`src/u2_ctrl_pkg.sv`:
```
/* Radio core control path definitions
   Settings register map, field widths, reset values and FSM state types */

package u2_ctrl_pkg;

   ////////////////////
   // Bus widths
   ////////////////////

   // Wishbone byte address
   localparam int WB_AW  = 16;
   // Settings word address and payload
   localparam int SET_AW = 8;
   localparam int SET_DW = 32;

   ////////////////////
   // Settings register map
   ////////////////////

   localparam logic [SET_AW-1:0] SR_CLK     = 8'd0;
   localparam logic [SET_AW-1:0] SR_SER     = 8'd1;
   localparam logic [SET_AW-1:0] SR_ADC     = 8'd2;
   localparam logic [SET_AW-1:0] SR_LED     = 8'd3;
   localparam logic [SET_AW-1:0] SR_PHY     = 8'd4;
   localparam logic [SET_AW-1:0] SR_LED_SRC = 8'd8;

   // Timer block, one-time count here and period at the next address
   localparam logic [SET_AW-1:0] SR_SIMTIMER = 8'd198;

   // Width of the byte-wide control registers
   localparam int CTRL_W = 8;

   // LED bits 1 to 4 start out under hardware control
   localparam logic [CTRL_W-1:0] LED_SRC_RESET = 8'b0001_1110;

   // Settings buffer holds 2**2 words
   localparam int FIFO_DEPTH_LOG = 2;

   ////////////////////
   // State types
   ////////////////////

   // Sender side of a four-phase req/ack link
   typedef enum logic [1:0] {
      HS_IDLE,
      HS_REQ,
      HS_WAIT_DROP
   } hs_state_t;

   // Bus cycle kind in the Wishbone slave
   typedef enum logic [1:0] {
      WB_IDLE,
      WB_WRITE,
      WB_READ
   } wb_op_t;

endpackage

```
`src/set_if.sv`:
```
/* Settings write link
   One address/data word moved with a four-phase req/ack handshake */

`timescale 1ns/1ps

interface set_if import u2_ctrl_pkg::*; ();

   // Sender raises, receiver answers
   logic              req;
   logic              ack;

   // Held stable by the sender while req is high
   logic [SET_AW-1:0] addr;
   logic [SET_DW-1:0] data;

   modport sender (
      output req,
      output addr,
      output data,
      input  ack
   );

   modport receiver (
      input  req,
      input  addr,
      input  data,
      output ack
   );

endinterface

```
`src/settings_bus.sv`:
```
/* Wishbone slave for the settings path
   Bus writes become handshaked settings words, reads return zero */

`timescale 1ns/1ps

module settings_bus import u2_ctrl_pkg::*; (
   input  logic              wb_clk,
   input  logic              wb_rst,
   input  logic [WB_AW-1:0]  adr_i,
   input  logic [SET_DW-1:0] dat_i,
   input  logic              we_i,
   input  logic              stb_i,
   input  logic              cyc_i,
   output logic              ack_o,
   output logic [SET_DW-1:0] dat_o,
   set_if.sender             wr
);

   wb_op_t    op;
   hs_state_t hs;
   logic      start;

   // New bus cycle only seen while idle
   assign start = (op == WB_IDLE) && cyc_i && stb_i;

   // Nothing readable on this slave
   assign dat_o = '0;

   ////////////////////
   // Bus and handshake FSM
   ////////////////////

   always_ff @(posedge wb_clk) begin
      if (wb_rst) begin
         op     <= WB_IDLE;
         hs     <= HS_IDLE;
         ack_o  <= 1'b0;
         wr.req <= 1'b0;
      end else begin
         // Ack is a single-cycle pulse
         ack_o <= 1'b0;
         case (op)
            WB_IDLE: begin
               if (start && we_i) begin
                  op     <= WB_WRITE;
                  hs     <= HS_REQ;
                  wr.req <= 1'b1;
               end else if (start) begin
                  op    <= WB_READ;
                  ack_o <= 1'b1;
               end
            end
            // Let the master drop stb before looking again
            WB_READ: op <= WB_IDLE;
            WB_WRITE: begin
               case (hs)
                  HS_REQ: begin
                     // Buffer took the word
                     if (wr.ack) begin
                        wr.req <= 1'b0;
                        ack_o  <= 1'b1;
                        hs     <= HS_WAIT_DROP;
                     end
                  end
                  HS_WAIT_DROP: begin
                     if (!wr.ack) begin
                        hs <= HS_IDLE;
                        op <= WB_IDLE;
                     end
                  end
                  default: begin
                     hs <= HS_IDLE;
                     op <= WB_IDLE;
                  end
               endcase
            end
            default: op <= WB_IDLE;
         endcase
      end
   end

   // Word address from byte address bits 9 to 2
   always_ff @(posedge wb_clk) begin
      if (start && we_i) begin
         wr.addr <= adr_i[9:2];
         wr.data <= dat_i;
      end
   end

endmodule

```
`src/settings_fifo.sv`:
```
/* Settings write buffer
   Four-entry circular store with four-phase handshakes on both sides */

`timescale 1ns/1ps

module settings_fifo import u2_ctrl_pkg::*; (
   input  logic wb_clk,
   input  logic wb_rst,
   set_if.receiver wr,
   set_if.sender   rd
);

   // Address and data storage
   logic [SET_AW-1:0] addr_mem [0:(1<<FIFO_DEPTH_LOG)-1];
   logic [SET_DW-1:0] data_mem [0:(1<<FIFO_DEPTH_LOG)-1];

   logic [FIFO_DEPTH_LOG-1:0] wr_ptr;
   logic [FIFO_DEPTH_LOG-1:0] rd_ptr;
   // One extra bit so a full buffer can be told from an empty one
   logic [FIFO_DEPTH_LOG:0]   count;

   hs_state_t rd_state;
   logic      full;
   logic      empty;
   logic      push;
   logic      pop;

   assign full  = count[FIFO_DEPTH_LOG];
   assign empty = (count == '0);

   // Accept a new word only with room for it
   assign push = wr.req && !wr.ack && !full;
   // Oldest word leaves once the consumer answers
   assign pop  = (rd_state == HS_REQ) && rd.ack;

   // Head entry stays put while req is high
   assign rd.addr = addr_mem[rd_ptr];
   assign rd.data = data_mem[rd_ptr];

   always_ff @(posedge wb_clk) begin
      if (push) begin
         addr_mem[wr_ptr] <= wr.addr;
         data_mem[wr_ptr] <= wr.data;
      end
   end

   ////////////////////
   // Pointers and occupancy
   ////////////////////

   always_ff @(posedge wb_clk) begin
      if (wb_rst) begin
         wr_ptr <= '0;
         rd_ptr <= '0;
         count  <= '0;
         wr.ack <= 1'b0;
      end else begin
         if (push)
            wr_ptr <= wr_ptr + 1'b1;
         if (pop)
            rd_ptr <= rd_ptr + 1'b1;
         case ({push, pop})
            2'b10:   count <= count + 1'b1;
            2'b01:   count <= count - 1'b1;
            default: count <= count;
         endcase
         // Write side ack, held off while full
         if (push)
            wr.ack <= 1'b1;
         else if (!wr.req)
            wr.ack <= 1'b0;
      end
   end

   ////////////////////
   // Read side sender
   ////////////////////

   always_ff @(posedge wb_clk) begin
      if (wb_rst) begin
         rd_state <= HS_IDLE;
         rd.req   <= 1'b0;
      end else begin
         case (rd_state)
            HS_IDLE: begin
               if (!empty) begin
                  rd.req   <= 1'b1;
                  rd_state <= HS_REQ;
               end
            end
            HS_REQ: begin
               if (rd.ack) begin
                  rd.req   <= 1'b0;
                  rd_state <= HS_WAIT_DROP;
               end
            end
            HS_WAIT_DROP: begin
               // Go straight to the next word if one is waiting
               if (!rd.ack && !empty) begin
                  rd.req   <= 1'b1;
                  rd_state <= HS_REQ;
               end else if (!rd.ack) begin
                  rd_state <= HS_IDLE;
               end
            end
            default: rd_state <= HS_IDLE;
         endcase
      end
   end

endmodule

```
`src/simple_timer.sv`:
```
/* Simple interrupt timer
   One-time and periodic single-cycle pulses, loaded through settings writes */

`timescale 1ns/1ps

module simple_timer import u2_ctrl_pkg::*; (
   input  logic              wb_clk,
   input  logic              wb_rst,
   input  logic              set_stb_i,
   input  logic [SET_AW-1:0] set_addr_i,
   input  logic [SET_DW-1:0] set_data_i,
   output logic              onetime_int_o,
   output logic              periodic_int_o
);

   logic [SET_DW-1:0] onetime_cnt;
   logic [SET_DW-1:0] period;
   logic [SET_DW-1:0] period_cnt;
   logic              load_onetime;
   logic              load_period;

   assign load_onetime = set_stb_i && (set_addr_i == SR_SIMTIMER);
   assign load_period  = set_stb_i && (set_addr_i == SR_SIMTIMER + 8'd1);

   // One-time countdown, zero means disarmed
   always_ff @(posedge wb_clk) begin
      if (wb_rst) begin
         onetime_cnt   <= '0;
         onetime_int_o <= 1'b0;
      end else if (load_onetime) begin
         onetime_cnt   <= set_data_i;
         onetime_int_o <= 1'b0;
      end else begin
         onetime_int_o <= (onetime_cnt == 32'd1);
         if (onetime_cnt != '0)
            onetime_cnt <= onetime_cnt - 1'b1;
      end
   end

   // Periodic counter reloads from the period register
   always_ff @(posedge wb_clk) begin
      if (wb_rst) begin
         period         <= '0;
         period_cnt     <= '0;
         periodic_int_o <= 1'b0;
      end else if (load_period) begin
         period         <= set_data_i;
         period_cnt     <= set_data_i;
         periodic_int_o <= 1'b0;
      end else if (period == '0) begin
         // Stopped
         periodic_int_o <= 1'b0;
      end else if (period_cnt == 32'd1) begin
         period_cnt     <= period;
         periodic_int_o <= 1'b1;
      end else begin
         period_cnt     <= period_cnt - 1'b1;
         periodic_int_o <= 1'b0;
      end
   end

endmodule

```
`src/control_regs.sv`:
```
/* Settings register bank
   Drives clock, SERDES, ADC and PHY controls, the LED mux and the timer */

`timescale 1ns/1ps

module control_regs import u2_ctrl_pkg::*; (
   input  logic       wb_clk,
   input  logic       wb_rst,
   set_if.receiver    rd,
   // Hardware status
   input  logic       run_rx_i,
   input  logic       run_tx_i,
   input  logic       clk_status_i,
   input  logic       serdes_link_up_i,
   // Clock generator
   output logic       clock_ready_o,
   output logic [1:0] clk_en_o,
   output logic [1:0] clk_sel_o,
   // SERDES
   output logic       ser_enable_o,
   output logic       ser_prbsen_o,
   output logic       ser_loopen_o,
   output logic       ser_rx_en_o,
   // ADC
   output logic       adc_oe_a_o,
   output logic       adc_on_a_o,
   output logic       adc_oe_b_o,
   output logic       adc_on_b_o,
   // Misc
   output logic       phy_reset_n_o,
   output logic [7:0] leds_o,
   output logic       onetime_int_o,
   output logic       periodic_int_o
);

   logic [CTRL_W-1:0] clk_reg;
   logic [CTRL_W-1:0] ser_reg;
   logic [CTRL_W-1:0] adc_reg;
   logic [CTRL_W-1:0] led_reg;
   logic [CTRL_W-1:0] led_src_reg;
   logic              phy_reg;
   logic [CTRL_W-1:0] led_hw;
   logic              take;

   // New word on the link this cycle
   assign take = rd.req && !rd.ack;

   ////////////////////
   // Register writes
   ////////////////////

   always_ff @(posedge wb_clk) begin
      if (wb_rst) begin
         rd.ack      <= 1'b0;
         clk_reg     <= '0;
         ser_reg     <= '0;
         adc_reg     <= '0;
         led_reg     <= '0;
         led_src_reg <= LED_SRC_RESET;
         phy_reg     <= 1'b0;
      end else begin
         // Ack follows req with one cycle of delay
         if (take)
            rd.ack <= 1'b1;
         else if (!rd.req)
            rd.ack <= 1'b0;
         if (take) begin
            case (rd.addr)
               SR_CLK:     clk_reg     <= rd.data[CTRL_W-1:0];
               SR_SER:     ser_reg     <= rd.data[CTRL_W-1:0];
               SR_ADC:     adc_reg     <= rd.data[CTRL_W-1:0];
               SR_LED:     led_reg     <= rd.data[CTRL_W-1:0];
               SR_PHY:     phy_reg     <= rd.data[0];
               SR_LED_SRC: led_src_reg <= rd.data[CTRL_W-1:0];
               // Timer decodes its own addresses
               default: ;
            endcase
         end
      end
   end

   ////////////////////
   // Output mapping
   ////////////////////

   assign {clock_ready_o, clk_en_o, clk_sel_o} = clk_reg[4:0];
   assign {ser_enable_o, ser_prbsen_o, ser_loopen_o, ser_rx_en_o} = ser_reg[3:0];
   assign {adc_oe_a_o, adc_on_a_o, adc_oe_b_o, adc_on_b_o} = adc_reg[3:0];

   // PHY held in reset while bit 0 set
   assign phy_reset_n_o = ~phy_reg;

   // Status word, bit 0 and top bits unused
   assign led_hw = {3'b000, run_tx_i, run_rx_i, clk_status_i, serdes_link_up_i, 1'b0};

   // Source bit 1 picks hardware, 0 picks software
   assign leds_o = (led_src_reg & led_hw) | (~led_src_reg & led_reg);

   simple_timer timer_i (
      .wb_clk         (wb_clk),
      .wb_rst         (wb_rst),
      .set_stb_i      (take),
      .set_addr_i     (rd.addr),
      .set_data_i     (rd.data),
      .onetime_int_o  (onetime_int_o),
      .periodic_int_o (periodic_int_o)
   );

endmodule

```
`src/u2_ctrl.sv`:
```
/* Radio core control path top level
   Wishbone slave, settings buffer and register bank on one clock */

`timescale 1ns/1ps

module u2_ctrl import u2_ctrl_pkg::*; (
   input  logic              wb_clk,
   input  logic              wb_rst,
   // Wishbone slave
   input  logic [WB_AW-1:0]  adr_i,
   input  logic [SET_DW-1:0] dat_i,
   input  logic              we_i,
   input  logic              stb_i,
   input  logic              cyc_i,
   output logic              ack_o,
   output logic [SET_DW-1:0] dat_o,
   // Status inputs
   input  logic              run_rx_i,
   input  logic              run_tx_i,
   input  logic              clk_status_i,
   input  logic              serdes_link_up_i,
   // Control outputs
   output logic              clock_ready_o,
   output logic [1:0]        clk_en_o,
   output logic [1:0]        clk_sel_o,
   output logic              ser_enable_o,
   output logic              ser_prbsen_o,
   output logic              ser_loopen_o,
   output logic              ser_rx_en_o,
   output logic              adc_oe_a_o,
   output logic              adc_on_a_o,
   output logic              adc_oe_b_o,
   output logic              adc_on_b_o,
   output logic              phy_reset_n_o,
   output logic [7:0]        leds_o,
   output logic              onetime_int_o,
   output logic              periodic_int_o
);

   // Bus to buffer, buffer to registers
   set_if wr ();
   set_if rd ();

   settings_bus settings_bus_i (
      .wb_clk (wb_clk), .wb_rst (wb_rst),
      .adr_i  (adr_i),  .dat_i  (dat_i),
      .we_i   (we_i),   .stb_i  (stb_i),  .cyc_i (cyc_i),
      .ack_o  (ack_o),  .dat_o  (dat_o),
      .wr     (wr.sender)
   );

   settings_fifo settings_fifo_i (
      .wb_clk (wb_clk), .wb_rst (wb_rst),
      .wr     (wr.receiver),
      .rd     (rd.sender)
   );

   control_regs control_regs_i (
      .wb_clk           (wb_clk),           .wb_rst         (wb_rst),
      .rd               (rd.receiver),
      .run_rx_i         (run_rx_i),         .run_tx_i       (run_tx_i),
      .clk_status_i     (clk_status_i),     .serdes_link_up_i (serdes_link_up_i),
      .clock_ready_o    (clock_ready_o),    .clk_en_o       (clk_en_o),
      .clk_sel_o        (clk_sel_o),
      .ser_enable_o     (ser_enable_o),     .ser_prbsen_o   (ser_prbsen_o),
      .ser_loopen_o     (ser_loopen_o),     .ser_rx_en_o    (ser_rx_en_o),
      .adc_oe_a_o       (adc_oe_a_o),       .adc_on_a_o     (adc_on_a_o),
      .adc_oe_b_o       (adc_oe_b_o),       .adc_on_b_o     (adc_on_b_o),
      .phy_reset_n_o    (phy_reset_n_o),    .leds_o         (leds_o),
      .onetime_int_o    (onetime_int_o),    .periodic_int_o (periodic_int_o)
   );

endmodule

```
`config.mk`:
```
export PLATFORM = sky130hd
export DESIGN_NAME = u2_ctrl
export DESIGN_NICKNAME = d
export VERILOG_FILES = /design/src/u2_ctrl_pkg.sv /design/src/set_if.sv /design/src/settings_bus.sv /design/src/settings_fifo.sv /design/src/simple_timer.sv /design/src/control_regs.sv /design/src/u2_ctrl.sv
export SDC_FILE = /design/constraint.sdc
export NUM_CORES = 1
export LEC_CHECK = 0
export ABC_AREA = 1
export BUFFER_PORTS_ARGS = -buffer_cell sky130_fd_sc_hd__buf_2
export CORE_MARGIN = 4
export CORE_UTILIZATION = 30
export DETAILED_ROUTE_END_ITERATION = 8
export PLACE_DENSITY = 0.54
export SYNTH_ARGS = -nofsm -noshare
export SYNTH_HDL_FRONTEND = slang
export SYNTH_SLANG_ARGS = --single-unit
```
`constraint.sdc`:
```
create_clock -name wb_clk -period 8.4 [get_ports wb_clk]
set_input_delay 1.26 -clock wb_clk [delete_from_list [all_inputs] [get_ports wb_clk]]
set_output_delay 1.26 -clock wb_clk [all_outputs]
set_load 0.01 [all_outputs]
```
==> results.md, run 1 <==
* Core area at 0.05266 mm2
* Sequential share of the synthesized area at 0.5614
* Max incr delay on CP at 0.62 ns
* Slowest cell on crit path: buf_4
* Fmax at about 260 MHz
* Tot GR Track Use at 0.1345
* Antenna violations before repair at 0
* Run status: finished clean
* Final worst slack at approximately 4.5 ns
* Die Y at around 240 um
* Cts hold-fix bufs at 0
* Wirelength, routed at 39540 um
* Max reg flops at 128
* Setup Skew at approximately 0.018 ns
* Fin. max-slew vios at 0
* Biggest register: settings_fifo_i.data_mem
* Final Core Density at 0.3409
* Post-CTS sizing at 0
* Largest net degree at the start of global routing at 95
* Post-synth ARST share at 0
* Non-filler cells, final at 2594
* Vias in the first global route at approximately 12000
* WL/cell at 15.24 um
* Leak at about 7.4 nW
* Dpl cells at between 2000 and 3000
* Top fanout value on the critical path at a little over 80
* First-pass GRT wire length at 62540 um
* CTS tree: built
* Cells after synthesis at 1835
* Layout cells sized above 1 at 0.08657
* GP Congestion at 0.8867
* Final hold vios at 0
* Clock sink count at roughly 350
* Dpl hpwl at 25920 um
* Pre-CTS WS at roughly 4.5 ns
* Initial Utilization at 0.3034
* Initial drt markers at 831
* Final setup violation count at 0
* PD cells at 234.3 mW/mm2
* Post-synth cell types at 44
* H-tree levels at 2
* TritonCTS Buffers at 38
* Port Buf Inserts at 73
* Top Ports at about 110
* # Max-Cap Violations at 0
* FF+latch count, synth at ~350
* Crit start category: flip-flop
* Post-CTS Setup Repair Bufs at 0
* Syn. warnings at 0
* Worst hold path class: reg2reg
* Worst skew pair latency at 0.53 ns
* Total grt overflow at 0
* Final Critical Period at 3.904 ns
* Top Family by Delay on Critical Path: buffers and inverters
* Drt pass-1 iters at 5
* Die ar. at 0.05701 mm2
* Die Wd at roughly 240 um
* Area growth syn-to-layout at 12.37%
* WP data required at between 8 and 9 ns
* Tcrit/Tclk final at 0.4648
* Most used cell, CP: nand2_1
* Post-Synthesis Cell Area at around 0.016 mm2
* Routed via count at ~12000
* Nets at 1947
* Vias per cell at 4.749
* CP Class: reg2reg
* Rel. slew slack at 0.2231
* Max Buffers Root-to-Sink at 3
* Max rail drop VDD at 0.1646 mV
* DRC at 0
* Number of synthesized flops with an enable pin at 200
* Rows at 84
* CP endpoint kind: flip-flop
* Synth Flop Type: edfxtp_1
* Clk root buf: clkbuf_16
* Inserted Diodes at 0
* Worst Tran Pin Value at 1.163 ns
* Post-route ant nets at 0
* WHS at around 0.43 ns
* Setup TNS at 0 ns
* CTS clk-pin slew, worst paths at 0.06 ns
* Worst path cell trace: buf_4, inv_4, nor2_2, nand2_1, nand3_1, nand2_2, nor2_8, nand3_4, inv_2, nand2_1, a21oi_1
* Syn_area_per_cell at 8.706 um2
* RSZ-0062 raised after global routing: no
* WP data arrival at 4.34 ns
* CP Buf/Inv Count at 3
==> layout make-up <==
| cell class | count | area, um2 |
|---|---|---|
| fillers | 5448 | 34700 |
| multi-input cells | 1272 | 5998 |
| clock buffers | 56 | 1041 |
| repair buffers | 87 | 470.5 |
| well taps | 688 | 860.8 |
| clock inverters | 11 | 112.6 |
| flip-flops and latches | 348 | 8970 |
| inverters | 132 | 498.0 |
==> cells by family (layout without fill, tap and decap cells) <==
group                      count (synthesis)  in the layout  synth area share
buffers and inverters                    246            286           0.07245
xor gates and xnor gates                  35             35           0.01919
and+or+nand+nor                          946            946            0.2517
DFF                                      348            348            0.5614
AOI/OAI and AO/OA                        244            244           0.08310
other                                      1             32         0.0002347
muxes                                      4              4          0.002819
adders and majority gates                 11             11          0.009085
==> per-layer routing <==
metal,wire (um),global-route usage,vias up
met5,0,0,-
met4,871,0.03923,0
met3,1636,0.01950,59
met2,18950,0.2260,249
met1,18080,0.1813,5835
li1,-,-,6177
==> power breakdown <==
group	switching (mW)	internal, mW
clock	0.651	0.921
combinational	0.456	0.256
sequential	0.0544	1.87
==> synthesized netlist by cell type (all sizes together) (5+ instances only) <==
master | count | area share
edfxtp | 200 | 0.38
nor2 | 311 | 0.077
buf | 82 | 0.034
a32oi | 5 | 0.0027
clkbuf | 32 | 0.0075
nand3b | 13 | 0.0061
ha | 10 | 0.0078
a21oi | 103 | 0.032
xnor2 | 12 | 0.0066
inv | 130 | 0.031
nand2 | 395 | 0.093
nor3 | 7 | 0.0022
o21ai | 91 | 0.029
dfxtp | 148 | 0.19
nand4 | 44 | 0.017
o22ai | 27 | 0.011
o211ai | 5 | 0.0023
nand3 | 175 | 0.056
xor2 | 23 | 0.013
==> final timing paths <==
path                                                             from                                                  end  slack [ns]  cells past startpoint
worst min register to register  settings_fifo_i.count[2]$_SDFFE_PP0P_                  settings_fifo_i.wr.ack$_SDFFE_PP0P_        0.43                      1
worst max-delay path                                        flip-flop  control_regs_i.timer_i.onetime_cnt[22]$_SDFFE_PP0P_        4.50                     11
worst min-delay path            settings_fifo_i.count[2]$_SDFFE_PP0P_                  settings_fifo_i.wr.ack$_SDFFE_PP0P_        0.43                      1
worst max register to register                              flip-flop  control_regs_i.timer_i.onetime_cnt[22]$_SDFFE_PP0P_        4.50                     11
==> stage by stage <==
stage | area, um2 | total power [mW]
4_1_cts | 17950 | 4.257
2_1_floorplan | 16090 | 2.506
5_1_grt | 17950 | 4.442
3_3_place_gp | 16800 | 2.666
6_report | 17950 | 4.206
3_5_place_dp | 16800 | 2.669
==> cells in the final DEF, fill, tap and decap left out, types with 5 or more instances in the layout <==
| master | count |
|---|---|
| nor2_2 | 7 |
| o21ai_1 | 9 |
| nand2_1 | 394 |
| o22ai_1 | 27 |
| nor2_1 | 295 |
| nor3_1 | 7 |
| nand3_1 | 173 |
| dfxtp_1 | 147 |
| buf_4 | 14 |
| buf_2 | 73 |
| conb_1 | 32 |
| a21oi_1 | 103 |
| edfxtp_1 | 200 |
| nor2_4 | 8 |
| clkbuf_16 | 39 |
| o211ai_1 | 5 |
| clkinv_2 | 5 |
| a32oi_1 | 5 |
| xor2_1 | 23 |
| nand4_1 | 44 |
| inv_1 | 125 |
| clkbuf_1 | 16 |
| ha_1 | 10 |
| nand3b_1 | 13 |
| xnor2_1 | 12 |
| o21ai_0 | 82 |
No activity file was read; power rests on OpenSTA's default activity.
==> run 2: changes to the inputs <==
Settings changed: ABC_AREA 1 to 0, PLACE_DENSITY 0.54 to 0.56.
Clock period 8.4 ns to 3.2 ns, I/O delays scaled along.
==> run 2 against run 1 <==
Effect of this change:
- utilization up 1.2 points
- maximum frequency up 32%
- setup slack worse by 4.3 ns
- non-clock buffer count up 31
- final cell count down 26%
- count of clock-buffer cells in the layout down 5
- critical path type unchanged
- critical endpoint is now control_regs_i.timer_i.period_cnt[25]$_SDFFE_PP0P_
- largest power group unchanged
- highest routed layer unchanged
==> results.md, run 2 <==
* Run status: finished clean (unchanged)
* WP data arrival at 3.38 ns (was 4.34 ns)
* Top cells by count, synth: edfxtp_1, dfxtp_1, nand2_1 (was nand2_1, nor2_1, edfxtp_1)
* Post-CTS Setup Repair Bufs at 0 (unchanged)
* Syn. warnings at 0 (unchanged)
* Post-Synthesis Cell Area at 0.01453 mm2 (was 0.01598 mm2)
* Post-CTS sizing at 0 (unchanged)
* TritonCTS Buffers at 37 (was 38)
* Die Wd at 228.1 um (was 238.8 um)
* Initial Utilization at 0.3037 (was 0.3034)
* Total grt overflow at 0 (unchanged)
* Max incr delay on CP at 0.64 ns (was 0.62 ns)
* Largest area contributor in the netlist: edfxtp_1 (unchanged)
* Commonest non-fill, non-tap cell in the layout: edfxtp_1 (was nand2_1)
* Worst path cell trace: or4_4, or4_1, nor3_4, buf_4, a32o_1, o21ai_0, a22o_1 (was buf_4, inv_4, nor2_2, nand2_1, nand3_1, nand2_2, nor2_8, nand3_4, inv_2, nand2_1, a21oi_1)
* Clock sink count at 348 (unchanged)
* Area growth syn-to-layout at 16.29% (was 12.37%)
* Post-synth ARST share at 0 (unchanged)
* Antenna violations before repair at 0 (unchanged)
* Rows at 80 (was 84)
* Reg2reg end: control_regs_i.timer_i.period_cnt[25]$_SDFFE_PP0P_ (was control_regs_i.timer_i.onetime_cnt[22]$_SDFFE_PP0P_)
* CTS clk-pin slew, worst paths at 0.06 ns (about the same)
* Synth Flop Type: edfxtp_1 (unchanged)
* Max rail drop VDD at 0.4187 mV (was 0.1646 mV)
* CP Depth at 7 (was 11)
* # Max-Cap Violations at 0 (unchanged)
* Tot GR Track Use at 0.1241 (was 0.1345)
* Post-route ant nets at 0 (unchanged)
* Area share of the largest cell type after synthesis at 0.4134 (was 0.3759)
* Core area at 0.04785 mm2 (was 0.05266 mm2)
* Routed via count at 9544 (was 12320)
* Initial drt markers at 562 (was 831)
* Worst skew pair latency at 0.53 ns (about the same)
* Pre-CTS WS at 0.2474 ns (was 4.454 ns)
* Final setup violation count at 0 (unchanged)
* Die Y at 228.1 um (was 238.8 um)
* CP endpoint kind: flip-flop (unchanged)
* Nets at 1356 (was 1947)
* Leak at 6.104 nW (was 7.376 nW)
* Cts hold-fix bufs at 0 (unchanged)
* Final hold vios at 0 (unchanged)
* WP data required at 3.62 ns (was 8.83 ns)
* Sequential share of the synthesized area at 0.6173 (was 0.5614)
* Crit start category: flip-flop (unchanged)
* Max Buffers Root-to-Sink at 3 (unchanged)
* Number of synthesized flops with an enable pin at 200 (unchanged)
* Slowest cell on crit path: or4_1 (was buf_4)
* Port Buf Inserts at 73 (unchanged)
* Vias per cell at 4.940 (was 4.749)
* Vias in the first global route at 9312 (was 11680)
* Dpl cells at 1864 (was 2527)
* End point of the critical path: control_regs_i.timer_i.period_cnt[25]$_SDFFE_PP0P_ (was control_regs_i.timer_i.onetime_cnt[22]$_SDFFE_PP0P_)
* H-tree levels at 2 (unchanged)
* Final Core Density at 0.3531 (was 0.3409)
* Dpl hpwl at 22930 um (was 25920 um)
* Min-delay src: adr_i[9] (was settings_fifo_i.count[2]$_SDFFE_PP0P_)
* Max reg flops at 128 (unchanged)
* Top Ports at 114 (unchanged)
* Top Usage Layer GRT: met2 (unchanged)
* Clk root buf: clkbuf_16 (unchanged)
* Setup TNS at 0 ns (unchanged)
* Top fanout value on the critical path at 15 (was 81)
* CP Class: reg2reg (unchanged)
* Worst hold path class: in2reg (was reg2reg)
* Rel. slew slack at 0.4903 (was 0.2231)
* Fmax at 337.0 MHz (was 256.2 MHz)
* Final Critical Period at 2.967 ns (was 3.904 ns)
* Drt pass-1 iters at 5 (unchanged)
* Most frequent cells in the layout: edfxtp_1, dfxtp_1, nand2_1 (was nand2_1, nor2_1, edfxtp_1)
* CP Buf/Inv Count at 1 (was 3)
* Syn_area_per_cell at 12.25 um2 (was 8.706 um2)
* CTS tree: built (unchanged)
* Wirelength, routed at 33430 um (was 39540 um)
* Ranking of synthesized cells by area: edfxtp_1, dfxtp_1, mux4_2 (was edfxtp_1, dfxtp_1, nand2_1)
* Layout cells sized above 1 at 0.1815 (was 0.08657)
* Post-synth cell types at 72 (was 44)
* Final worst slack at 0.2326 ns (was 4.496 ns)
* FF+latch count, synth at 348 (unchanged)
* Crit path from: control_regs_i.timer_i.period_cnt[15]$_SDFFE_PP0P_
* Inserted Diodes at 0 (unchanged)
* Biggest register: settings_fifo_i.data_mem (unchanged)
* DRC at 0 (unchanged)
* Most frequent cell after synthesis: edfxtp_1 (was nand2_1)
* Top Family by Delay on Critical Path: simple AND/OR/NAND/NOR gates (was buffers and inverters)
* Cells after synthesis at 1186 (was 1835)
* Worst Tran Pin Value at 0.7645 ns (was 1.163 ns)
* Largest net degree at the start of global routing at 57 (was 95)
* First-pass GRT wire length at 52670 um (was 62540 um)
* WL/cell at 17.30 um (was 15.24 um)
* Setup Skew at 0.01593 ns (was 0.01797 ns)
* R2R Path Start: control_regs_i.timer_i.period_cnt[15]$_SDFFE_PP0P_
* R2R cell count at 7 (was 11)
* PD cells at 656.5 mW/mm2 (was 234.3 mW/mm2)
* Die ar. at 0.05201 mm2 (was 0.05701 mm2)
* Met3 global-route usage at 0.01796 (was 0.01950)
* Tcrit/Tclk final at 0.9273 (was 0.4648)
* Fin. max-slew vios at 0 (unchanged)
* Non-filler cells, final at 1932 (was 2594)
* Met1 Use GR at 0.1715 (was 0.1813)
* RSZ-0062 raised after global routing: no (unchanged)
* R2r setup slk at 0.23 ns (was 4.50 ns)
* GP Congestion at 0.8498 (was 0.8867)
* GR Util met2 at 0.2032 (was 0.2260)
-- run 2: cell types whose count changed after synthesis, moves of 24 or more --
cell,delta
a21oi_1,-40
buf_2,-24
inv_1,-107
mux2i_1,+33
mux4_2,+39
nand2_1,-274
nand3_1,-156
nand4_1,-33
nor2_1,-186
nor3_1,+28
nor4_1,+27
o21ai_0,-58
-- run 2: metal layers --
layer,part of all wire,wire [um]
met1,0.45,15170
met2,0.47,15860
met3,0.048,1607
met4,0.024,800
met5,0,0
-- run 2: area by class of cell --
cell class	count	area [um2]
inverters	19	71.32
fillers	4684	30950
clock inverters	17	136.4
multi-input cells	764	5167
clock buffers	51	1061
flip-flops and latches	348	8971
well taps	615	769.5
repair buffers	118	718.2
-- run 2: cell families (layout without fill, tap and decap cells) --
logic type                 after synthesis  after routing  share of synthesized area
other                                    1             32                  0.0002581
buffers and inverters                  105            205                    0.03608
and+or+nand+nor                        424            424                     0.1450
muxes                                   79             79                    0.08862
AOI/OAI and AO/OA                      184            184                    0.08224
xor gates and xnor gates                34             34                    0.02050
DFF                                    348            348                     0.6173
adders and majority gates               11             11                   0.009990
-- run 2: metrics by stage --
| step | power (mW) | hold WS (ns) | area [um2] |
|---|---|---|---|
| floorplan | 6.532 | 0.4363 | 14650 |
| global placement | 6.930 | 0.4585 | 15700 |
| detailed placement | 6.964 | 0.4645 | 15700 |
| CTS | 11.22 | 0.09684 | 16900 |
| global route | 11.64 | 0.1031 | 16900 |
| finish | 11.09 | 0.1263 | 16900 |
-- run 2: worst min path at each step --
| stage | to | slack (ns) | cells after the start |
|---|---|---|---|
| floorplan | control_regs_i.phy_reg$_SDFFE_PP0P_ | 0.44 | 2 |
| global placement | control_regs_i.timer_i.period[21]$_SDFFE_PP0P_ | 0.46 | 2 |
| detailed placement | control_regs_i.timer_i.period[10]$_SDFFE_PP0P_ | 0.46 | 2 |
| CTS | settings_bus_i.wr.addr[7]$_DFFE_PP_ | 0.1 | 1 |
| global route | settings_bus_i.wr.data[0]$_DFFE_PP_ | 0.10 | 1 |
| finish | settings_bus_i.wr.addr[7]$_DFFE_PP_ | 0.13 | 1 |
-- run 2: report_power, final --
group / leakage [nW] / internal [mW] / switching, mW / total, mW
Sequential: 3.01 / 4.93 / 0.206 / 5.13
Clock: 0.585 / 2.49 / 1.72 / 4.21
Combinational: 2.51 / 0.741 / 1.01 / 1.75
Total: 6.10 / 8.15 / 2.94 / 11.1
